<file path="src/logic/icache_pkg.sv">
// ==============================
// Instruction cache package
// Geometry, the fetch address view, port payloads and controller states
// ==============================

package icache_pkg;

	// ==============================
	// Geometry
	// ==============================

	// One data word and one fetch address
	localparam int word_w = 32;
	localparam int addr_w = 16;

	// Four ways of sixteen sets, four words to a line
	localparam int num_sets = 16;
	localparam int num_ways = 4;
	localparam int words_per_line = 4;

	// Derived field widths
	localparam int index_w = $clog2(num_sets);
	localparam int way_w = $clog2(num_ways);
	localparam int word_off_w = $clog2(words_per_line);
	localparam int byte_off_w = $clog2(word_w / 8);
	localparam int offset_w = word_off_w + byte_off_w;
	localparam int tag_w = addr_w - index_w - offset_w;

	// ==============================
	// Address views
	// ==============================

	// Fields of a byte address, most significant first
	typedef struct packed {
		logic [tag_w-1:0] tag;
		logic [index_w-1:0] index;
		logic [word_off_w-1:0] word_off;
		logic [byte_off_w-1:0] byte_off;
	} icache_addr_fields;

	// The same address word, seen raw or split into fields
	typedef union packed {
		logic [addr_w-1:0] raw;
		icache_addr_fields f;
	} icache_addr_u;

	// ==============================
	// Port payloads
	// ==============================

	// Word returned to the core, with the address it belongs to
	typedef struct packed {
		logic [word_w-1:0] data;
		icache_addr_u addr;
	} fetch_rsp_t;

	// Line refill request, offset bits always zero
	typedef struct packed {
		logic [addr_w-1:0] line_addr;
	} mem_req_t;

	// Controller states
	typedef enum logic [2:0] {
		st_idle,
		st_lookup,
		st_decide,
		st_refill_req,
		st_refill_data,
		st_respond
	} ctrl_state_e;

endpackage
</file>
<file path="src/logic/icache_tag_store.sv">
// ==============================
// Tag store
// Tag and valid arrays per way, round-robin victim pointer per set
// ==============================

`timescale 1ns/10ps

module icache_tag_store #(
	parameter int num_sets = icache_pkg::num_sets,
	parameter int num_ways = icache_pkg::num_ways,
	parameter int words_per_line = icache_pkg::words_per_line,
	localparam int index_w = $clog2(num_sets),
	localparam int way_w = $clog2(num_ways),
	localparam int tag_w = icache_pkg::addr_w - index_w - $clog2(words_per_line)
		- icache_pkg::byte_off_w
) (
	input logic clk,
	input logic arst_n,
	input logic flush,
	input logic [index_w-1:0] index,
	output logic [num_ways-1:0][tag_w-1:0] set_tags,
	output logic [num_ways-1:0] set_valid,
	output logic [way_w-1:0] victim_way,
	input logic tag_write,
	input logic [way_w-1:0] fill_way,
	input logic [tag_w-1:0] fill_tag
);

	// Tag memory, meaningful only where the matching valid bit is set
	logic [tag_w-1:0] tag_mem [num_ways][num_sets];

	// One valid bit per way and set
	logic [num_ways-1:0][num_sets-1:0] valid_q;

	// Next way to replace in each set
	logic [num_sets-1:0][way_w-1:0] rr_q;

	// ==============================
	// Writes
	// ==============================

	// The refill tag lands in the way picked by the controller
	always_ff @(posedge clk)
	begin
		if (tag_write)
		begin
			tag_mem[fill_way][index] <= fill_tag;
		end
	end

	// Flush wipes every line at once; otherwise a refill marks its line valid
	always_ff @(posedge clk or negedge arst_n)
	begin
		if (!arst_n)
		begin
			valid_q <= '0;
		end
		else if (flush)
		begin
			valid_q <= '0;
		end
		else if (tag_write)
		begin
			valid_q[fill_way][index] <= 1'b1;
		end
	end

	// The pointer moves one past the way just filled, wrapping at the last way
	always_ff @(posedge clk or negedge arst_n)
	begin
		if (!arst_n)
		begin
			rr_q <= '0;
		end
		else if (tag_write)
		begin
			rr_q[index] <= way_w'(fill_way + 1'b1);
		end
	end

	// ==============================
	// Set read
	// ==============================

	// Present the whole indexed set without a clock
	always_comb
	begin
		for (int w = 0; w < num_ways; w++)
		begin
			set_tags[w] = tag_mem[w][index];
			set_valid[w] = valid_q[w][index];
		end
	end

	assign victim_way = rr_q[index];

endmodule

</file>
<file path="config.mk">
export PLATFORM = sky130hd
export DESIGN_NAME = icache_tag_store
export DESIGN_NICKNAME = d
export VERILOG_FILES = /design/src/logic/icache_pkg.sv /design/src/logic/icache_tag_store.sv
export SDC_FILE = /design/constraint.sdc
export NUM_CORES = 1
export LEC_CHECK = 0
export ABC_AREA = 1
export BUFFER_PORTS_ARGS = -buffer_cell sky130_fd_sc_hd__buf_4
export CAP_MARGIN = 20
export CORE_ASPECT_RATIO = 1.75
export CORE_MARGIN = 2
export CORE_UTILIZATION = 40
export CTS_CLUSTER_SIZE = 14
export DETAILED_ROUTE_END_ITERATION = 8
export GPL_TIMING_DRIVEN = 0
export PLACE_DENSITY = 0.52
export SYNTH_ARGS = -nofsm -noshare
export SYNTH_HDL_FRONTEND = slang
export SYNTH_SLANG_ARGS = --single-unit
</file>
<file path="constraint.sdc">
create_clock -name clk -period 2.8 [get_ports clk]
set_input_delay 0 -clock clk [delete_from_list [all_inputs] [get_ports clk]]
set_output_delay 0 -clock clk [all_outputs]
set_load 0.005 [all_outputs]
</file>
### Word-level counts from Yosys, hierarchy flattened

Memories as Yosys holds them, arrays and structs flattened.
Cells that the tools add are included.

| word-level totals | value |
|---|---|
| bits in registers | 96 |
| input port bits | 18 |
| word-level logic and storage cells | 69 |
| memories | 1 |
| RAM bits | 512 |
| output and inout bits | 38 |
| latch bits | 0 |
| memory bits (read-only) | 0 |

| cells by class | value |
|---|---|
| multipliers | 0 |
| add/subtract/negate cells | 1 |
| div/mod/pow operators | 0 |
| shifts and indexed selects | 0 |
| equal/unequal tests | 0 |
| bitwise operators | 2 |
| reduce and logical (&&, ||, !) cells | 4 |
| mux-type cells | 35 |
| $lt $le $gt $ge | 6 |

Memories:

| memory | words | width | rd ports | clocked after memory_dff | write ports | RTL line | RTL |
|---|---|---|---|---|---|---|---|
| tag_mem | 4 | 128 | 4 | 0 | 1 | icache_tag_store.sv:30 | `logic [tag_w-1:0] tag_mem [num_ways][num_sets];` |

Operators with widths:

| kind | number |
|---|---|
| 8-bit binary-select mux with 4-bit select | 4 |
| 128-bit 2-to-1 mux | 1 |
| 64-bit 2-to-1 mux | 2 |
| 8-bit 2-to-1 mux | 9 |
| 64-bit OR | 1 |
| 32-bit bitwise mux | 1 |
| 16-bit demux with 2-bit select | 1 |
| 8-bit demux with 4-bit select | 1 |
| 1-bit binary-select mux with 4-bit select | 4 |
| 16-bit 2-to-1 mux | 1 |
| 2-bit binary-select mux with 4-bit select | 1 |
| 2-bit demux with 4-bit select | 1 |
| 1-bit 2-to-1 mux | 6 |
| 5-bit greater-or-equal comparator, second input constant | 1 |
| 4-bit by 5-bit less-than comparator with 1-bit output, second input constant | 1 |
| 5-bit by 1-bit less-than comparator with 1-bit output, second input constant | 1 |
| 4-bit inverter with 5-bit output | 1 |
| 1-bit demux with 4-bit select | 1 |
| 4-bit by 1-bit greater-or-equal comparator with 1-bit output, second input constant | 1 |
| 2-bit 2-to-1 mux | 2 |
| 1-bit logical AND | 3 |
| 2-bit by 3-bit less-than comparator with 1-bit output, second input constant | 1 |
| 2-bit by 1-bit adder with 2-bit output, second input constant | 1 |
| 2-bit by 1-bit greater-or-equal comparator with 1-bit output, second input constant | 1 |
| 2-bit nonzero test | 1 |

### Logic depth before layout (Yosys ltp)

| depth | value |
|---|---|
| word-level depth | 9 |
| mapped depth | 12 |
| gate-level depth less buffers | 9 |

### Worst setup path after synthesis

OpenSTA, ideal clock, no wires.

| timing | value |
|---|---|
| path type | input-to-reg |
| start | in fill_way[0] |
| end | mem tag_mem[2][0] (netlist bit) (enable) |
| slack | 1.297 ns |
| data arrival time | 1.179 ns |
| library setup time | 0.324 ns |
| stages | 7 |
| buffers on the path | 3 |
| data required time | 2.476 ns |
| cells stage by stage | clkbuf_1 > inv_1 > ha_1 > clkbuf_1 > clkbuf_1 > nand2_1 > inv_1 |

RTL lines:

| element | RTL line | RTL |
|---|---|---|
| start, declared | icache_tag_store.sv:25 | `input logic [way_w-1:0] fill_way,` |
| end, declared | icache_tag_store.sv:30 |  |

No word-level cell before the write port.

### Worst setup path in the final report

| timing | value |
|---|---|
| start | in fill_way[0] |
| end | mem tag_mem[2][96] (netlist bit) (enable) |

No word-level cell before the write port.

==> impl_metrics.csv <==
group,metric,value,unit
setup_path,ff2ff_path_depth,3,
clock_network,cts_tree,"yes",
place,gp_congestion,0.843,
clock_network,clk_transition_reported_paths,0.07,ns
logic_synthesis,post_synth_inst_count,2816,
layout,fillers,6386,
setup_path,end_kind,"register",
logic_synthesis,synth.distinct_cells,23,
drt,routedWlPerCell,20.2,microns
timing,layout_min_cycle_time,2.50,ns
timing,finalHoldViolCount,0,
setup_path,path_buf_inv,7,
layout,drive_above_1_share,0.0953,
floorplanning,rows,125,
drt,highest-signal-layer,"met4",
power,p_leak,13.5,nW
drt,dr_wl_met2,40900,microns
global_routing,grt_pass1_wl,115000,microns
logic_synthesis,syn_nets,2838,
timing,finClkSkew,0,ns
power,total_power,19.4,mW
timing,final_max_slew_viol_count,0,
clock_network,cts.path.max_buffers,3,
setup_path,critPathKind,"primary input to register",
min_path,holdPathStages,1,
logic_synthesis,synth_area_leaders,"edfxtp_1 (58%), nand2_1 (24%), dfrtp_1 (9.1%), inv_1 (1.9%), nor2_1 (1.4%)",
job,max_cap_viol_count,0,
power,irDropWorstVdd,0.488,mV
logic_synthesis,synth.avg_cell_area,9.42,sq um
layout,nNetsFinal,2956,
logic_synthesis,ys_warn_count,0,
drt,wl,78100,microns
layout,multi_input_comb_area,7370,sq um
clock_network,post-cts-setup-buffers,0,
clock_network,cts-htree-levels,2,
setup_path,critPathArrivalTime,2.77,ns
timing,grt_setup_unrepaired,"false",
timing,maxSlewHeadroom,0.324,
setup_path,path_cells,"dlygate4sd3_1 > buf_4 > clkbuf_1 > inv_1 > ha_1 > clkbuf_1 > clkbuf_1 > nand2_1 > inv_1",
logic_synthesis,syn_area,26500,sq um
clock_network,clockRootBuffer,"clkbuf_16",
power,power_density,646,nW/um^2
place,pre_cts_slack,0.112,ns
drt,post-route-drc-count,0,
drt,vias,18500,
drt,wl_met3,2920,microns
drt,drt_first_pass_iters,5,
place,dp_hpwl,52800,microns
logic_synthesis,ys_ff_latch,608,
floorplanning,start_util,0.402,
clock_network,numCtsBuffers,54,
layout,finalNonFillerCells,3869,
setup_path,crit_cells,9,
layout,n_antenna_cell,0,
timing,fin_crit_sh,0.893,
clock_network,cts_sinks,608,
timing,worst_pin_slew,1.01,ns
global_routing,grt_usage,0.233,
timing,max_freq,400,MHz
floorplanning,die_h,345,microns
min_path,hp-class,"primary input to register",
place,place_inst,3759,
drt,met1_length,29800,microns
drt,ant_nets,0,
timing,finalWorstSetupSlack,0.299,ns
floorplanning,coreArea,66000,sq um
floorplanning,die_area,68500,sq um
global_routing,grt_overflow,0,
drt,post_drt_via_cell_ratio,4.79,
layout,ff_latch_area,17800,sq um
timing,setup_viol,0,
clock_network,insertion_delay,0.60,ns
setup_path,cp-start-kind,"primary input",
global_routing,grt_max_degree,65,
place,portBuffers,53,
setup_path,crit_family,"buffers and inverters",
outcome,status,"completed",
logic_synthesis,ys_seq_area_frac,0.670,
global_routing,grt_antenna_before_repair,0,
global_routing,first_global_vias,18700,
layout,areaGrowthSynthToFinish,13.0,%
drt,drt_first_iter_violations,1153,
logic_synthesis,yosysTopAreaCellShare,0.579,
setup_path,cpPeakStageDelay,0.55,ns
timing,tns,0,ns
setup_path,crit_fanout,10,
setup_path,critPathRequiredTime,3.07,ns
setup_path,path_common_cell,"clkbuf_1",
logic_synthesis,synth_top_area_cell,"edfxtp_1",
floorplanning,pin_count,56,
floorplanning,die_w,199,microns
setup_path,slowest_stage,"dlygate4sd3_1",
==> cell families (layout without fill, tap and decap cells) <==
| group | Yosys count | in the layout | synth area share |
|---|---|---|---|
| AOI/OAI and AO/OA | 56 | 56 | 0.0106 |
| and+or+nand+nor | 1834 | 1834 | 0.265 |
| DFF | 608 | 608 | 0.670 |
| buffers and inverters | 314 | 478 | 0.0524 |
| adders and majority gates | 4 | 4 | 0.00189 |
==> timing repair <==
action	CTS	global route
endpoints found under the hold margin	177	0
hold buffers	8	0
gates resized for setup	0	2
endpoints found under the setup margin	0	2
==> Yosys cell counts <==
| cell | instances |
|---|---|
| nand2_1 | 1710 |
| edfxtp_1 | 512 |
| inv_1 | 133 |
| nor2_1 | 100 |
| dfrtp_1 | 96 |
| buf_2 | 68 |
| a21oi_1 | 44 |
| clkbuf_1 | 32 |
| inv_2 | 28 |
| buf_4 | 21 |
| clkinv_1 | 19 |
| nor2_4 | 10 |
| o21ai_1 | 8 |
| buf_1 | 6 |
| buf_6 | 6 |
| nor2_2 | 6 |
| ha_1 | 4 |
| o21ai_0 | 4 |
| nand3_4 | 3 |
| nand2_2 | 2 |
| nand2_4 | 2 |
| inv_4 | 1 |
| nand3_2 | 1 |
==> flip-flops by register name, summed over array words and instances, names as in the netlist <==
| signal | count |
|---|---|
| tag_mem | 512 |
| rr_q | 32 |
| valid_q | 64 |
==> metrics by stage <==
step	utilization	hold slack (ns)	instance area [sq um]
after detailed placement	0.425	0.126	28100
after CTS	0.454	0.00782	30000
after global routing	0.454	0.0345	30000
after floorplan	-	-0.296	26500
final	0.454	0.0310	30000
after global placement	0.425	0.332	28000
==> path summary, 6_finish.rpt <==
check                             from        endpoint  slack (ns)
setup / recovery           fill_way[0]  tag_mem[2][96]        0.30
hold / removal             fill_tag[6]  tag_mem[2][30]        0.03
setup reg to reg              rr_q[28]        rr_q[28]        1.60
hold reg to reg             valid_q[6]      valid_q[6]        0.50
max in group asynchronous       arst_n     valid_q[17]        2.04
min in group asynchronous       arst_n     valid_q[61]        0.04
==> cell usage in the layout, fill, tap and decap left out, drive strengths merged <==
| master | Yosys | layout |
|---|---|---|
| clkbuf | 32 | 120 |
| edfxtp | 512 | 512 |
| clkinvlp | 0 | 1 |
| dlygate4sd3 | 0 | 8 |
| bufinv | 0 | 4 |
| clkinv | 19 | 28 |
| nand3 | 4 | 4 |
| dfrtp | 96 | 96 |
| o21ai | 12 | 12 |
| nor2 | 116 | 116 |
| nand2 | 1714 | 1714 |
| a21oi | 44 | 44 |
| buf | 101 | 155 |
| ha | 4 | 4 |
| inv | 162 | 162 |
==> worst register-to-register path, cell delays in order, from the launching register on <==
cell	delay [ns]
dfrtp_1	0.38
nor2_1	0.10
a21oi_1	0.04
dlygate4sd3_1	0.56
==> power breakdown <==
| group | total, mW | switching, mW | leakage [nW] | internal (mW) |
|---|---|---|---|---|
| Sequential | 10.1 | 0.0803 | 5.88 | 9.99 |
| Clock | 7.73 | 3.33 | 0.895 | 4.39 |
| Combinational | 1.57 | 1.13 | 6.73 | 0.441 |
| Total | 19.4 | 4.55 | 13.5 | 14.8 |
==> area by class of cell <==
| class | instances | share of cell area |
|---|---|---|
| flip-flops and latches | 608 | 0.593 |
| multi-input cells | 1894 | 0.246 |
| clock buffers | 88 | 0.0551 |
| well taps | 889 | 0.0371 |
| plain buffers | 133 | 0.0237 |
| inverters | 181 | 0.0227 |
| repair buffers | 62 | 0.0169 |
| clock inverters | 14 | 0.00572 |
==> per-layer routing <==
metal / up-vias / track usage
li1: 9032 / -
met3: 147 / 0.0221
met2: 442 / 0.429
met4: 0 / 0.125
met5: - / 0
met1: 8926 / 0.264
(Power assumes the default switching activity.)
