**config.mk**
```make
export PLATFORM = sky130hd
export DESIGN_NAME = icache_ctrl_fsm
export DESIGN_NICKNAME = d
export VERILOG_FILES = /design/src/logic/icache_pkg.sv /design/src/logic/icache_ctrl_fsm.sv
export SDC_FILE = /design/constraint.sdc
export NUM_CORES = 1
export LEC_CHECK = 0
export BUFFER_PORTS_ARGS = -buffer_cell sky130_fd_sc_hd__buf_2
export CELL_PAD_IN_SITES_DETAIL_PLACEMENT = 0
export CELL_PAD_IN_SITES_GLOBAL_PLACEMENT = 1
export CORE_ASPECT_RATIO = 1.1
export CORE_UTILIZATION = 30
export DETAILED_ROUTE_END_ITERATION = 8
export PLACE_DENSITY = 0.72
export SLEW_MARGIN = 0
export SYNTH_ARGS = -nofsm -noshare
export SYNTH_HDL_FRONTEND = slang
export SYNTH_SLANG_ARGS = --single-unit
```
**constraint.sdc**
```tcl
create_clock -name clk -period 5.2 [get_ports clk]
set_input_delay 0.52 -clock clk [delete_from_list [all_inputs] [get_ports clk]]
set_output_delay 0.52 -clock clk [all_outputs]
set_load 0.01 [all_outputs]
```
**src/logic/icache_pkg.sv**
```systemverilog
// ==============================
// Instruction cache package
// Geometry, the fetch address view, port payloads and controller states
// ==============================

package icache_pkg;

	// ==============================
	// Geometry
	// ==============================

	// One data word and one fetch address
	localparam int word_w = 32;
	localparam int addr_w = 16;

	// Four ways of sixteen sets, four words to a line
	localparam int num_sets = 16;
	localparam int num_ways = 4;
	localparam int words_per_line = 4;

	// Derived field widths
	localparam int index_w = $clog2(num_sets);
	localparam int way_w = $clog2(num_ways);
	localparam int word_off_w = $clog2(words_per_line);
	localparam int byte_off_w = $clog2(word_w / 8);
	localparam int offset_w = word_off_w + byte_off_w;
	localparam int tag_w = addr_w - index_w - offset_w;

	// ==============================
	// Address views
	// ==============================

	// Fields of a byte address, most significant first
	typedef struct packed {
		logic [tag_w-1:0] tag;
		logic [index_w-1:0] index;
		logic [word_off_w-1:0] word_off;
		logic [byte_off_w-1:0] byte_off;
	} icache_addr_fields;

	// The same address word, seen raw or split into fields
	typedef union packed {
		logic [addr_w-1:0] raw;
		icache_addr_fields f;
	} icache_addr_u;

	// ==============================
	// Port payloads
	// ==============================

	// Word returned to the core, with the address it belongs to
	typedef struct packed {
		logic [word_w-1:0] data;
		icache_addr_u addr;
	} fetch_rsp_t;

	// Line refill request, offset bits always zero
	typedef struct packed {
		logic [addr_w-1:0] line_addr;
	} mem_req_t;

	// Controller states
	typedef enum logic [2:0] {
		st_idle,
		st_lookup,
		st_decide,
		st_refill_req,
		st_refill_data,
		st_respond
	} ctrl_state_e;

endpackage
```
**src/logic/icache_ctrl_fsm.sv**
```systemverilog
// ==============================
// Cache controller
// Accepts fetches, runs lookup and refill, holds the response
// ==============================

`timescale 1ns/10ps

module icache_ctrl_fsm #(
	parameter int num_ways = icache_pkg::num_ways,
	parameter int words_per_line = icache_pkg::words_per_line,
	localparam int way_w = $clog2(num_ways),
	localparam int word_off_w = $clog2(words_per_line)
) (
	input logic clk,
	input logic arst_n,
	input logic req_valid,
	output logic req_ready,
	input icache_pkg::icache_addr_u req_addr,
	output logic rsp_valid,
	input logic rsp_ready,
	output icache_pkg::fetch_rsp_t rsp,
	output logic mem_req_valid,
	input logic mem_req_ready,
	output icache_pkg::mem_req_t mem_req,
	input logic mem_rsp_valid,
	output logic mem_rsp_ready,
	input logic hit,
	input logic [way_w-1:0] hit_way,
	input logic [way_w-1:0] free_way,
	input logic last_beat,
	input logic [word_off_w-1:0] beat_offset,
	output icache_pkg::icache_addr_u cur_addr,
	output logic [way_w-1:0] fill_way,
	output logic [word_off_w-1:0] data_offset,
	output logic tag_write,
	output logic data_write,
	input logic [icache_pkg::word_w-1:0] rd_data
);

	icache_pkg::ctrl_state_e state_q;
	icache_pkg::ctrl_state_e state_d;

	// Address of the fetch in flight
	icache_pkg::icache_addr_u cur_q;

	// Way chosen for the current refill
	logic [way_w-1:0] fill_way_q;

	// Held response payload
	icache_pkg::fetch_rsp_t rsp_q;

	logic refilling;

	// ==============================
	// State machine
	// ==============================

	always_comb
	begin
		state_d = state_q;
		case (state_q)
			icache_pkg::st_idle:
				if (req_valid)
					state_d = icache_pkg::st_lookup;
			// Hit detector needs this cycle to register its compare
			icache_pkg::st_lookup:
				state_d = icache_pkg::st_decide;
			icache_pkg::st_decide:
				state_d = hit ? icache_pkg::st_respond : icache_pkg::st_refill_req;
			icache_pkg::st_refill_req:
				if (mem_req_ready)
					state_d = icache_pkg::st_refill_data;
			// After the last beat the line is retried and hits
			icache_pkg::st_refill_data:
				if (mem_rsp_valid && last_beat)
					state_d = icache_pkg::st_lookup;
			icache_pkg::st_respond:
				if (rsp_ready)
					state_d = icache_pkg::st_idle;
			default:
				state_d = icache_pkg::st_idle;
		endcase
	end

	always_ff @(posedge clk or negedge arst_n)
	begin
		if (!arst_n)
		begin
			state_q <= icache_pkg::st_idle;
			fill_way_q <= '0;
		end
		else
		begin
			state_q <= state_d;
			// The hit detector already folded free way and round-robin victim together
			if (state_q == icache_pkg::st_decide && !hit)
				fill_way_q <= free_way;
		end
	end

	// Address and response payload carry no reset
	always_ff @(posedge clk)
	begin
		if (state_q == icache_pkg::st_idle && req_valid)
			cur_q <= req_addr;
		// Word is read at the hit way during decide and captured on entry to respond
		if (state_q == icache_pkg::st_decide && hit)
		begin
			rsp_q.data <= rd_data;
			rsp_q.addr <= cur_q;
		end
	end

	// ==============================
	// Outputs
	// ==============================

	assign req_ready = (state_q == icache_pkg::st_idle);
	assign rsp_valid = (state_q == icache_pkg::st_respond);
	assign rsp = rsp_q;
	assign cur_addr = cur_q;

	// Line address is the fetch address with the offset cleared
	assign mem_req_valid = (state_q == icache_pkg::st_refill_req);
	assign mem_req.line_addr = {cur_q.f.tag, cur_q.f.index, {icache_pkg::offset_w{1'b0}}};

	assign refilling = (state_q == icache_pkg::st_refill_data);
	assign mem_rsp_ready = refilling;

	// Each accepted beat writes a word; the tag goes in with the last one
	assign data_write = refilling && mem_rsp_valid;
	assign tag_write = data_write && last_beat;

	// Stores see the fill way and beat offset while refilling, else the hit way and fetch offset
	assign fill_way = refilling ? fill_way_q : hit_way;
	assign data_offset = refilling ? beat_offset : cur_q.f.word_off;

endmodule

```
Word level (Yosys, flattened, before mapping) --
Index checks and enable logic that the tools add are counted.
Cells by class: eq/ne operators 9, reductions and logical operators 9, mux-type cells 8
Operators with widths (count):
- one-hot mux 3 bit (6 select lines) | 1
- two-way mux 3 bit | 5
- == test 3 x 2 -> 1 bit (second input constant) | 2
- == test 3 bit (second input constant) | 2
- logical AND 1 bit | 6
- != test 2 x 1 -> 1 bit (second input constant) | 3
- two-way mux 2 bit | 2
- AND reduction 4 bit | 1
- == test 3 x 1 -> 1 bit (second input constant) | 1
- zero test 3 bit | 1
- != test 2 bit (second input constant) | 1
- zero test 1 bit | 1
Word-level totals: input bits 62, logic and storage cells 31, output and inout bits 90, flip-flop bits (word level) 69

Depth between registers and ports, before layout --
depth in word-level cells 3, depth in mapped cells 4, depth with buffers taken out 3

Worst setup path before layout --
No wires, ideal clock.
path kind reg2reg, start point register state_q[0], end point register cur_q, in the netlist cur_addr[0], enable pin, path buffers 1, path slack 3407 ps, arrival 1419 ps, period minus slack after synthesis 1793 ps, stages on the path, launching flop included 4, library setup time 374 ps, required time 4826 ps, cell sequence dfrtp_1 buf_6 nor3_1 and2_1
On the way: cells in the longest elaborated chain, start to end 2
Ends and longest elaborated chain:
- from (decl) | line icache_ctrl_fsm.sv:40 | icache_pkg::ctrl_state_e state_q;
- from (signal assigned) | line icache_ctrl_fsm.sv:89 | state_q <= icache_pkg::st_idle;
- from (signal assigned) | line icache_ctrl_fsm.sv:94 | state_q <= state_d;
- zero test 3 bit
- via req_ready | line icache_ctrl_fsm.sv:17 | output logic req_ready,
- logical AND 1 bit | line icache_ctrl_fsm.sv:104 | if (state_q == icache_pkg::st_idle && req_valid)
- to (signal assigned) | line icache_ctrl_fsm.sv:105 | cur_q <= req_addr;
- to (decl) | line icache_ctrl_fsm.sv:44 | icache_pkg::icache_addr_u cur_q;
The timed path passes the listed nets, and every way through them passes these cells. A chain may end at the register's enable or synchronous reset.

Worst setup path after layout --
start point register state_q[1], end point output port data_offset[0]
On the way: cells in the longest elaborated chain, start to end 2
Ends and longest elaborated chain:
- == test 3 bit | line icache_ctrl_fsm.sv:127 | assign refilling = (state_q == icache_pkg::st_refill_data);
- two-way mux 2 bit | line icache_ctrl_fsm.sv:136 | assign data_offset = refilling ? beat_offset : cur_q.f.word_off;
- to (decl) | line icache_ctrl_fsm.sv:34 | output logic [word_off_w-1:0] data_offset,
No other way between the ends.

==> results.json <==
{
  "met2WireLength_mm": 2.17,
  "path_buf_inv": 1,
  "clkLatencyLatePin_ps": 340,
  "power_leakage_nw": 1.47,
  "worst_slew_pin_slew_ps": 1090,
  "timing.slew.headroom": 0.276,
  "cts-root-to-sink-buffers": 2,
  "postSynthAreaPerCell_sq_um": 20.5,
  "r2r_end": "rsp[11]$_DFFE_PP_",
  "power.share.switching": 0.269,
  "floorplan.rows": 34,
  "num_vias": 1521,
  "ctsRootBufferMaster": "clkbuf_8",
  "min_delay_path_depth": 1,
  "mostFrequentLayoutCells": "buf_2 (147), edfxtp_1 (64), clkbuf_8 (9), dfrtp_1 (5)",
  "yosysSeqAreaShare": 0.833,
  "critical_path.endpoint_type": "output pin",
  "synth_area_sq_um": 2460,
  "combinationalPowerShare": 0.197,
  "netlist-cell-type-count": 25,
  "ff2ff_setup_slack_ps": 3150,
  "chipHeight_um": 96.9,
  "layout.cells.most_common": "buf_2",
  "rsz0062_at_grt": "no",
  "critical_path.top_delay_family": "flip-flops",
  "final_hold_viol_count": 0,
  "yosys_register_bits": 69,
  "status": "complete, no violations",
  "routedWlPerCell_um": 13.0,
  "flow.area_growth_from_synthesis_pct": 40.2,
  "design.core.area_sq_um": 7910,
  "cp_cell_sequence": "nand2b_4 -> nor2_4 -> mux2_2 -> buf_2",
  "p_clk_frac": 0.317,
  "final_min_period_over_clock_period": 0.423,
  "synthCells": 120,
  "place.detailed.hpwl_mm": 3.58,
  "critical_path_cell_count": 4,
  "totalWireLength_mm": 4.91,
  "cp.arrival_ps": 1680,
  "antenna_cells_inserted": 0,
  "io-pin-count": 152,
  "timing.critical_path.required_ps": 4680,
  "max_cap_violations": 0,
  "critical_path.startpoint_type": "flop",
  "placed_cells_incl_taps": 360,
  "critical_path.slowest_cell": "dfrtp_1",
  "number_of_global_route_vias_before_repair": 1406,
  "total_power_mw": 1.63,
  "finalCoreUtilization": 0.435,
  "hold_path_startpoint": "rd_data[16]",
  "clock-sinks": 69,
  "detail_route.vias_per_cell": 4.03,
  "timing.final.setup_violations": 0,
  "final_max_slew_viol_count": 0,
  "fin_setup_tns_ps": 0,
  "ir_drop_mv": 0.221,
  "worst-setup-path-type": "reg2out",
  "dr_wl_met3_um": 470,
  "grt_pass1_wl_mm": 7.13,
  "p_int_mw": 1.19,
  "drcViolationCount": 0,
  "start_util": 0.311,
  "place.gp.congestion": 0.646,
  "grt_util_all_layers": 0.116,
  "post_synthesis_async_set_or_reset_flop_share": 0.0725,
  "switchingPower_mw": 0.439,
  "firstDrtPassIters": 3,
  "reg2reg_from": "state_q[0]$_DFFE_PN0P_",
  "grt_antenna_before_repair": 0,
  "layout.nets": 326,
  "maxClockFrequency_ghz": 0.455,
  "postSynth.topFlopCell": "edfxtp_1",
  "min_to": "rsp[32]$_DFFE_PP_",
  "clock_pin_transition_on_the_worst_setup_and_hold_timing_paths_ps": 80,
  "layout.cells.non_filler": 377,
  "crit_path_max_fanout": 10,
  "grt.overflow.total": 0,
  "drtAntennaViolNets": 0,
  "dieArea_sq_um": 8560,
  "port-buffer-count": 147,
  "fin_skew_ps": 10.5,
  "grt_max_degree": 49,
  "highest_metal_layer_with_signal_wires": "met4",
  "cts_post_setup_buffers_inserted": 0,
  "post-route-min-period_ps": 2200,
  "cpPeakStageDelay_ps": 470,
  "dr.first_iter.drc_count": 32,
  "r2r.worst_path.cells": 2,
  "synth_edf_count": 64,
  "die_width_um": 88.3,
  "power.share.sequential": 0.487,
  "yosysWarningCount": 0,
  "ctsHtreeMaxLevel": 3,
  "fraction_of_layout_cells_with_a_size_suffix_above_1": 0.651,
  "numCtsBuffers": 9,
  "detail_route.wirelength.met1_mm": 2.16,
  "hp-class": "in2reg",
  "cts_tree": "done",
  "power_per_cell_area_nw_per_um2": 474
}
## registers in the layout (all words and copies together), names as in the netlist
name / count
fill_way_q: 2
state_q: 3
rsp: 48
cur_addr: 16
## stage by stage
step	cell area, sq um	hold slack [ps]	setup slack, ps
floorplan	2470	224	3410
global placement	3200	341	3150
detailed placement	3200	342	3110
CTS	3440	330	2970
global route	3440	327	2900
finish	3440	353	3000
## power by group through the flow
| stage | Combinational, mW | Sequential (mW) | Clock, mW |
|---|---|---|---|
| after CTS | 0.330 | 0.798 | 0.532 |
| after detailed placement | 0.327 | 0.810 | 0 |
| after global placement | 0.323 | 0.805 | 0 |
| after global routing | 0.354 | 0.810 | 0.556 |
| final | 0.321 | 0.795 | 0.517 |
| after floorplan | 0.192 | 0.823 | 0 |
## metal layers
metal,vias up,track usage
li1,719,-
met1,690,0.146
met2,103,0.172
met3,9,0.0401
met4,0,0.0633
met5,-,0
## worst max path at each step
stage                             to  slack [ps]              startpoint
2_1_floorplan  cur_addr[0]$_DFFE_PP_        3410  state_q[0]$_DFFE_PN0P_
3_3_place_gp       rsp[32]$_DFFE_PP_        3150  state_q[0]$_DFFE_PN0P_
3_5_place_dp       rsp[30]$_DFFE_PP_        3110  state_q[0]$_DFFE_PN0P_
4_1_cts               data_offset[0]        2970  state_q[1]$_DFFE_PN0P_
5_1_grt                  fill_way[0]        2900  state_q[1]$_DFFE_PN0P_
6_report              data_offset[0]        3000  state_q[1]$_DFFE_PN0P_
## cell usage after synthesis, types with 2 or more instances
cell / instances / area (sq um)
edfxtp_1: 64 / 1920
buf_4: 16 / 120
dfrtp_1: 5 / 125
mux2_2: 4 / 45.0
a21oi_1: 3 / 15.0
mux2_4: 3 / 45.0
and2_1: 2 / 12.5
buf_6: 2 / 22.5
inv_1: 2 / 7.51
nand2_1: 2 / 7.51
nor2_1: 2 / 7.51
nor3_1: 2 / 10.0
## final cells by class
class / count / area [sq um]
clock buffers: 9 / 124
clock inverters: 7 / 114
fillers: 741 / 4470
inverters: 2 / 7.51
multi-input cells: 34 / 272
flip-flops and latches: 69 / 2050
well taps: 108 / 135
repair buffers: 148 / 746
## logic make-up (layout without fill, tap and decap cells)
logic type	after synthesis	after routing	share of synthesized area
AND/OR/NAND/NOR	16	16	0.0468
AO/OA/AOI/OAI	7	7	0.0209
multiplexers	7	7	0.0367
buffers and inverters	20	166	0.0611
flip-flops	69	69	0.833
other	1	4	0.00153
## repair_timing
item,4_1_cts,5_1_grt
setup endpoints to repair,0,0
hold buffers,1,0
hold endpoints to repair,5,0
gates resized for setup,0,0
(Power assumes the default switching activity.)
