### config.mk
export PLATFORM = sky130hd
export DESIGN_NAME = icache_hit_detect
export DESIGN_NICKNAME = d
export VERILOG_FILES = /design/src/logic/icache_pkg.sv /design/src/logic/icache_hit_detect.sv
export SDC_FILE = /design/constraint.sdc
export NUM_CORES = 1
export LEC_CHECK = 0
export BUFFER_PORTS_ARGS = -buffer_cell sky130_fd_sc_hd__buf_2
export CAP_MARGIN = 25
export CORE_MARGIN = 5
export CORE_UTILIZATION = 30
export DETAILED_ROUTE_END_ITERATION = 10
export HOLD_SLACK_MARGIN = 0.05
export PLACE_DENSITY = 0.64
export SLEW_MARGIN = 20
export SYNTH_ARGS = -nofsm -noshare
export SYNTH_HDL_FRONTEND = slang
export SYNTH_SLANG_ARGS = --single-unit
### constraint.sdc
create_clock -name clk -period 1 [get_ports clk]
set_clock_uncertainty 0.1 [all_clocks]
set_input_delay 0.05 -clock clk [delete_from_list [all_inputs] [get_ports clk]]
set_output_delay 0.05 -clock clk [all_outputs]
set_load 0.1 [all_outputs]
### src/logic/icache_pkg.sv
// ==============================
// Instruction cache package
// Geometry, the fetch address view, port payloads and controller states
// ==============================

package icache_pkg;

	// ==============================
	// Geometry
	// ==============================

	// One data word and one fetch address
	localparam int word_w = 32;
	localparam int addr_w = 16;

	// Four ways of sixteen sets, four words to a line
	localparam int num_sets = 16;
	localparam int num_ways = 4;
	localparam int words_per_line = 4;

	// Derived field widths
	localparam int index_w = $clog2(num_sets);
	localparam int way_w = $clog2(num_ways);
	localparam int word_off_w = $clog2(words_per_line);
	localparam int byte_off_w = $clog2(word_w / 8);
	localparam int offset_w = word_off_w + byte_off_w;
	localparam int tag_w = addr_w - index_w - offset_w;

	// ==============================
	// Address views
	// ==============================

	// Fields of a byte address, most significant first
	typedef struct packed {
		logic [tag_w-1:0] tag;
		logic [index_w-1:0] index;
		logic [word_off_w-1:0] word_off;
		logic [byte_off_w-1:0] byte_off;
	} icache_addr_fields;

	// The same address word, seen raw or split into fields
	typedef union packed {
		logic [addr_w-1:0] raw;
		icache_addr_fields f;
	} icache_addr_u;

	// ==============================
	// Port payloads
	// ==============================

	// Word returned to the core, with the address it belongs to
	typedef struct packed {
		logic [word_w-1:0] data;
		icache_addr_u addr;
	} fetch_rsp_t;

	// Line refill request, offset bits always zero
	typedef struct packed {
		logic [addr_w-1:0] line_addr;
	} mem_req_t;

	// Controller states
	typedef enum logic [2:0] {
		st_idle,
		st_lookup,
		st_decide,
		st_refill_req,
		st_refill_data,
		st_respond
	} ctrl_state_e;

endpackage
### src/logic/icache_hit_detect.sv
// ==============================
// Hit detector
// Registered tag compare of one set, with hit way and fill way
// ==============================

`timescale 1ns/10ps

module icache_hit_detect #(
	parameter int num_sets = icache_pkg::num_sets,
	parameter int num_ways = icache_pkg::num_ways,
	parameter int words_per_line = icache_pkg::words_per_line,
	localparam int way_w = $clog2(num_ways),
	localparam int tag_w = icache_pkg::addr_w - $clog2(num_sets) - $clog2(words_per_line)
		- icache_pkg::byte_off_w
) (
	input logic clk,
	input logic arst_n,
	input logic [tag_w-1:0] addr_tag,
	input logic [num_ways-1:0][tag_w-1:0] set_tags,
	input logic [num_ways-1:0] set_valid,
	input logic [way_w-1:0] victim_way,
	output logic hit,
	output logic [way_w-1:0] hit_way,
	output logic has_free,
	output logic [way_w-1:0] free_way
);

	// Per-way match of tag and valid bit
	logic [num_ways-1:0] match;

	// Values captured on the next edge
	logic hit_d;
	logic [way_w-1:0] hit_way_d;
	logic has_free_d;
	logic [way_w-1:0] free_way_d;

	// ==============================
	// Compare
	// ==============================

	// A way hits only when its line is valid and its tag agrees
	always_comb
	begin
		for (int w = 0; w < num_ways; w++)
		begin
			match[w] = set_valid[w] && (set_tags[w] == addr_tag);
		end
	end

	assign hit_d = |match;

	// At most one way can match, but scan from the top so the lowest one wins
	always_comb
	begin
		hit_way_d = '0;
		for (int w = num_ways - 1; w >= 0; w--)
		begin
			if (match[w])
			begin
				hit_way_d = way_w'(w);
			end
		end
	end

	// ==============================
	// Fill way choice
	// ==============================

	// Any invalid way means the set still has room
	assign has_free_d = ~&set_valid;

	// Lowest invalid way first; a full set falls back to the round-robin victim
	always_comb
	begin
		free_way_d = victim_way;
		for (int w = num_ways - 1; w >= 0; w--)
		begin
			if (!set_valid[w])
			begin
				free_way_d = way_w'(w);
			end
		end
	end

	// Results are valid one edge after the set was presented
	always_ff @(posedge clk or negedge arst_n)
	begin
		if (!arst_n)
		begin
			hit <= 1'b0;
			hit_way <= '0;
			has_free <= 1'b0;
			free_way <= '0;
		end
		else
		begin
			hit <= hit_d;
			hit_way <= hit_way_d;
			has_free <= has_free_d;
			free_way <= free_way_d;
		end
	end

endmodule

=== Word level (Yosys, flattened, before mapping) ===
Cells that the tools add are included.

* Bits in registers: 6
* Bits of input ports: 48
* Word-level logic and storage cells: 23

* Equality and inequality tests: 4
* Muxes and demuxes: 8
* Reductions and logical operators: 7

{| class="wikitable"
|+ Operator list
! operator !! number
|-
| $eq 8x8->1 || 4
|-
| $mux 2 || 8
|-
| $logic_and 1x1->1 || 4
|-
| $reduce_and 4->1 || 1
|-
| $reduce_or 4->1 || 1
|-
| $logic_not 1->1 || 1
|}

=== Depth between registers and ports, before layout ===
Gate-level depths: netlist of the first run.

* Depth in word-level cells: 6
* Mapped depth: 6
* Mapped depth without buffers: 5

=== Least setup slack after synthesis of the first run ===
No wires, ideal clock.

* Kind: input port to flip-flop
* Start point: in addr_tag[6]
* End point: reg hit_way[0]
* Arrival time: 886 ps
* Data required time: 771 ps
* Setup slack: -116 ps
* Cell stages on the path: 6
* Buffers on the path: 1
* Cell sequence: buf_6 > xnor2_4 > nand3_1 > or3_1 > a21oi_1 > nor2_1

* Word-level cells in the longest chain between the ends: 6
* Elaborated cells between the ends (all ways): 12
* Classes of those cells: eq/ne (4); mux (4); reduce/logical (4)

{| class="wikitable"
|+ RTL lines
! element !! line !! source
|-
| start, declared || icache_hit_detect.sv:18 || <nowiki>input logic [tag_w-1:0] addr_tag,</nowiki>
|-
| $eq 8x8->1 || icache_hit_detect.sv:46 || <nowiki>match[w] = set_valid[w] && (set_tags[w] == addr_tag);</nowiki>
|-
| $logic_and 1x1->1 || icache_hit_detect.sv:46 ||
|-
| $mux 2 (3 in series) || icache_hit_detect.sv:58 || <nowiki>if (match[w])</nowiki>
|-
| $mux 2 * || icache_hit_detect.sv:58 ||
|-
| named net hit_way_d[0] || icache_hit_detect.sv:33 || <nowiki>logic [way_w-1:0] hit_way_d;</nowiki>
|-
| end signal, assigned || icache_hit_detect.sv:98 || <nowiki>hit_way <= hit_way_d;</nowiki>
|-
| end, declared || icache_hit_detect.sv:23 || <nowiki>output logic [way_w-1:0] hit_way,</nowiki>
|}

The timed path passes the listed nets; every way through them passes the cells marked *.

=== Worst setup path after layout of the first run ===
* Start point: reg free_way[1]
* End point: out free_way[1]

{| class="wikitable"
|+ RTL lines
! element !! line !! source
|-
| start, declared || icache_hit_detect.sv:25 || <nowiki>output logic [way_w-1:0] free_way</nowiki>
|-
| start signal, assigned || icache_hit_detect.sv:100 || <nowiki>free_way <= free_way_d;</nowiki>
|}

No word-level cell between the ends.

==> results of run 1 <==
-- Yosys cell counts (2+ instances only) --
cell     count
nor2_1       3
xnor2_1     28
dfrtp_1      6
buf_6        7
nand2_1      5
inv_1        2
xnor2_2      2
nor3_1       4
nand3_1      4
nand4_1      5
-- sequential cells by signal (all words and copies together) (netlist names) --
name      cells
free_way      2
hit_way       2
has_free      1
hit           1
-- layout make-up --
| type | count | area, um^2 | area share [%] |
|---|---|---|---|
| flip-flops and latches | 6 | 156 | 12.2 |
| multi-input cells | 59 | 549 | 43.0 |
| inverters | 2 | 7.51 | 0.587 |
| well taps | 28 | 35.0 | 2.74 |
| clock buffers | 4 | 26.3 | 2.05 |
| repair buffers | 68 | 504 | 39.4 |
-- timing repair --
item | 4_1_cts | 5_1_grt
pin swaps | 2 | 9
resized for setup | 2 | 22
gates cloned | 0 | 0
buffers inserted | 0 | 1
hold buffers | 6 | 1
endpoints found under the hold margin | 9 | 1
setup endpoints to repair | 1 | 4
-- cell usage in the layout, fill, tap and decap left out, types with 2 or more instances in the layout --
cell type,n
inv_1,2
clkbuf_4,4
buf_2,41
dlygate4sd3_1,7
dfrtp_2,5
buf_12,6
nand4_1,5
xnor2_2,10
nor2_1,3
xnor2_1,20
nand2_1,5
nand3_1,3
nor3_1,3
buf_4,12
-- power by group through the flow --
stage | sequential [mW] | clock [mW] | combinational, mW
floorplan | 0.310 | 0 | 0.212
global placement | 0.261 | 0 | 0.417
detailed placement | 0.261 | 0 | 0.426
CTS | 0.258 | 0.252 | 0.452
global route | 0.257 | 0.273 | 0.519
finish | 0.257 | 0.246 | 0.484
-- routing by layer --
layer  global-route usage [%]  share of wire (%)  vias to the layer above  wire length (um)
met1                     11.6                 33                      332               664
met2                     22.1                 56                       34              1140
met4                     6.29                3.3                        0                67
met3                     2.45                7.7                        6               157
met5                        0                  0                        -                 0
li1                         -                  -                      371                 -
-- cell families after synthesis --
| family | count (synthesis) | synth area share [%] |
|---|---|---|
| DFF | 6 | 21.6 |
| AOI/OAI and AO/OA | 4 | 3.42 |
| xor gates and xnor gates | 32 | 45.2 |
| and+or+nand+nor | 23 | 17.3 |
| buffers and inverters | 9 | 12.4 |
-- final timing paths --
path / slack, ns / endpoint / start / cells past startpoint
min: 0.05 / has_free / arst_n / 2
max in group asynchronous: 0.59 / hit_way[1] / arst_n / 2
min in group clk: 0.09 / hit_way[0] / set_valid[0] / 4
max: 0.02 / free_way[1] / free_way[1] / 1
==> impl_metrics.csv, run 1 <==
group,metric,value,unit
global_route,grt_pass1_wl,3.05,mm
timing,finalCritPeriodShare,98.1,%
timing,period_needed,0.981,ns
status,status,"finished, final reports clean",
pwr,leakage,0.584,nW
clocking,numCtsBuffers,3,
floorplanning,start_util,31.4,%
yosys,synth_seq_cells,6,
pwr,switching_share,32.3,%
yosys,syn_area,694,um^2
finish,area_delta_synth_final,84.1,%
yosys,synth_largest_area_cell,"xnor2_1",
floorplanning,die_area,0.00338,mm^2
global_route,antenna_found_initial,0,
clocking,cts_sinks,6,
clocking,cts_root_buffer,"clkbuf_4",
yosys,async_flop_share,100,%
floorplanning,die_y,58.1,um
pwr,max-vdd-ir-drop,0.000553,V
setup_path,cp_top_family,"flip-flops",
yosys,yosys_warnings,0,
setup_path,worstSetupPathType,"flip-flop to primary output",
yosys,syn-num-nets,122,
finish,final_util,57.8,%
route,postRouteAntennaNets,0,
placement,pre_cts_ws,-0.293,ns
pwr,combPwrFrac,49.0,%
yosys,synth-edff-count,0,
pwr,p_per_area,772,mW/mm^2
route,wl_per_cell,12.2,um
finish,drive_gt1_share,61.9,%
timing,setup_viol,0,
route,firstDrtPassIters,4,
yosys,synthFlopType,"dfrtp_1",
timing,drv_slew,0,
pwr,internal_power,668,uW
yosys,ys_seq_area_share,21.6,%
route,routed_via_density,4.45,
setup_path,critical-path-max-stage-delay,0.41,ns
finish,stdcell_area,0.00128,mm^2
finish,diodes,0,
clocking,clkTransAtPathRegs,0.05,ns
setup_path,worstPathCellList,"buf_12",
floorplanning,rows,17,
setup_path,worst-path-buf-inv,1,
placement,placed_area,0.00109,mm^2
pwr,switchingPower,319,uW
clocking,cts_buffer_depth,2,
timing,hold_ws,0.0461,ns
finish,n_fill_cell,213,
global_route,grt_pass1_vias,775,
timing,fin_ws,0.0188,ns
setup_path,crit_path_start_kind,"flip-flop",
min_path,min_path_type,"primary input to async pin",
pwr,pwr-share-seq,26.1,%
timing,worst_pin_slew,0.303,ns
yosys,syn_area_per_cell,9.38,um^2
finish,finalNonFillerCells,167,
placement,port_buffers,53,
clocking,htree_levels,1,
floorplanning,pin_count,54,
global_route,grt_max_degree,7,
clocking,cts_tree,"done",
timing,max_freq,1.02,GHz
route,drtIter0Drc,9,
floorplanning,core_area,0.00221,mm^2
yosys,synth.distinct_cells,18,
route,drc,0,
yosys,synthTopCellsByArea,"xnor2_1, dfrtp_1, buf_6, xnor2_2, nand4_1",
timing,rsz0062_at_grt,"yes",
placement,gp_congestion,0.678,
global_route,grt_use_total,11.6,%
yosys,synth_cells,74,
setup_path,cp_max_fo,1,
placement,numPlacedInstances,155,
floorplanning,die_w,58.1,um
run,maxCapViolations,0,
finish,nNetsFinal,188,
route,wirelength,2.03,mm
route,vias,743,
setup_path,critPathSlowestCell,"dfrtp_2",
yosys,post-synth-top-area-fraction,35.3,%
pwr,clockPowerShare,24.9,%
setup_path,crit_arrival,0.83,ns
setup_path,endpoint_kind,"primary output",
timing,relSlewSlack,79.7,%
timing,fin_setup_tns,0,ns
timing,finalHoldViolCount,0,
setup_path,crit_required,0.85,ns
pwr,p_total,988,uW
global_route,overflow,0,
Note: power is estimated with default switching activity, not from simulation.
==> run 2: changes to the inputs <==
--- a/config.mk
+++ b/config.mk
@@ -8,10 +8,11 @@
 export BUFFER_PORTS_ARGS = -buffer_cell sky130_fd_sc_hd__buf_2
 export CAP_MARGIN = 25
 export CORE_MARGIN = 5
-export CORE_UTILIZATION = 30
+export CORE_UTILIZATION = 40
 export DETAILED_ROUTE_END_ITERATION = 10
+export GPL_TIMING_DRIVEN = 0
 export HOLD_SLACK_MARGIN = 0.05
-export PLACE_DENSITY = 0.64
+export PLACE_DENSITY = 0.81
 export SLEW_MARGIN = 20
 export SYNTH_ARGS = -nofsm -noshare
 export SYNTH_HDL_FRONTEND = slang
==> run 2 against run 1 <==
Combinational power is 4% lower. Clock power hardly changed. Core utilization is 13 points higher. Maximum frequency is 0.23% higher. Setup slack better by 0.0022 ns. Design area is 7.0% lower. Sequential power hardly changed.
==> impl_metrics.csv, run 2 (same netlist as run 1, synthesis figures left out) <==
group,metric,value,unit
timing,finalHoldViolCount,0,
timing,drv_slew,0,
route,wl_per_cell,13.4,um
setup_path,crit_arrival,0.98,ns
timing,max_freq,1.02,GHz
finish,final_cell_mix,"buf_2, xnor2_1, buf_6",
route,routed_via_density,4.77,
route,drtIter0Drc,4,
timing,rsz0062_at_grt,"yes",
setup_path,endpoint_kind,"flip-flop",
placement,numPlacedInstances,137,
global_route,grt_use_total,14.4,%
pwr,leakage,0.540,nW
min_path,hp-start,"set_valid[0]",
status,status,"finished, final reports clean",
timing,setup_viol,0,
global_route,overflow,0,
floorplanning,pin_count,54,
floorplanning,start_util,41.1,%
setup_path,worstSetupPathType,"primary input to flip-flop",
finish,drive_gt1_share,56.8,%
route,vias,710,
setup_path,startpoint,"addr_tag[1]",
global_route,grt_max_degree,7,
route,drc,0,
timing,finalCritPeriodShare,97.9,%
clocking,cts_tree,"done",
min_path,min_path_type,"primary input to flip-flop",
setup_path,crit_path_start_kind,"primary input",
placement,port_buffers,46,
finish,layout_commonest_cell,"buf_2",
global_route,grt_pass1_wl,2.86,mm
placement,placed_area,978,um^2
floorplanning,core_area,0.00169,mm^2
timing,period_needed,0.979,ns
finish,area_delta_synth_final,71.2,%
setup_path,cp_max_fo,4,
clocking,htree_levels,1,
finish,finalNonFillerCells,149,
finish,nNetsFinal,181,
clocking,cts_sinks,6,
finish,stdcell_area,0.00119,mm^2
floorplanning,die_area,0.00267,mm^2
finish,final_util,70.4,%
pwr,p_per_area,812,mW/mm^2
global_route,grt_pass1_vias,741,
global_route,antenna_found_initial,0,
clocking,clkTransAtPathRegs,0.04,ns
clocking,numCtsBuffers,3,
route,firstDrtPassIters,3,
pwr,max-vdd-ir-drop,0.000512,V
run,maxCapViolations,0,
timing,relSlewSlack,73.3,%
finish,diodes,0,
timing,worst_pin_slew,0.398,ns
route,wirelength,2.00,mm
placement,gp_congestion,0.728,
finish,largestRegisters,"free_way x2, hit_way x2",
setup_path,crit_required,1.01,ns
clocking,cts_root_buffer,"clkbuf_4",
route,postRouteAntennaNets,0,
clocking,post_cts.repair.setup_buffers,0,
pwr,p_total,965,uW
floorplanning,rows,15,
floorplanning,die_y,51.7,um
floorplanning,die_w,51.7,um
clocking,cts_buffer_depth,2,
-- run 2: cell types whose count changed in the layout (fill, tap and decap cells not counted), sizes merged --
cell / change
clkbuf: -1
dlygate4sd3: +1
buf: -7
-- run 2: critical path: stages --
cell	delay [ns]
buf_2	0.14
xnor2_2	0.15
nand2_1	0.08
or3_4	0.39
a21oi_2	0.12
nor2_1	0.06
-- run 2: stage by stage --
| stage | hold slack [ns] | TNS (ns) | worst slack, ns |
|---|---|---|---|
| after detailed placement | -0.229 | -0.496 | -0.207 |
| after global placement | -0.231 | -0.436 | -0.198 |
| after CTS | 0.0512 | 0 | 0.0118 |
| final | 0.121 | 0 | 0.0211 |
| after global routing | 0.135 | -0.0134 | -0.0116 |
| after floorplan | -0.346 | -0.193 | -0.116 |
-- run 2: where the power goes --
group,internal (mW),switching (mW)
sequential,0.251,0.00310
combinational,0.252,0.215
clock,0.151,0.0914
total,0.655,0.310
-- run 2: final cells by class --
cell class                 count  area, um^2
buffer                         7        82.6
clock buffer                   4        26.3
fill                         124         500
inverter                       2        7.51
multi-input combinational     59         544
sequential                     6         156
tap                           17        21.3
timing repair buffer          54         350
-- run 2: path summary, 6_finish.rpt --
| path | endpoint | slack (ns) | depth (start not counted) |
|---|---|---|---|
| max | hit_way[0] | 0.02 | 6 |
| min | hit_way[0] | 0.12 | 4 |
| max in group asynchronous | hit | 0.05 | 3 |
| min in group asynchronous | free_way[0] | 0.62 | 3 |
-- run 2: layer usage --
layer  global-route usage, %  wire, um  vias to the layer above
li1                        -         -                      361
met4                    9.17        21                        0
met1                    13.3       649                      320
met5                       0         0                        -
met2                    28.8      1210                       27
met3                    2.01       120                        2
-- run 2: repair_timing --
| action | 4_1_cts | 5_1_grt |
|---|---|---|
| pin swaps | 0 | 4 |
| setup endpoints to repair | 6 | 10 |
| hold endpoints to repair | 9 | 0 |
| hold buffers | 8 | 0 |
| gates resized for setup | 11 | 12 |
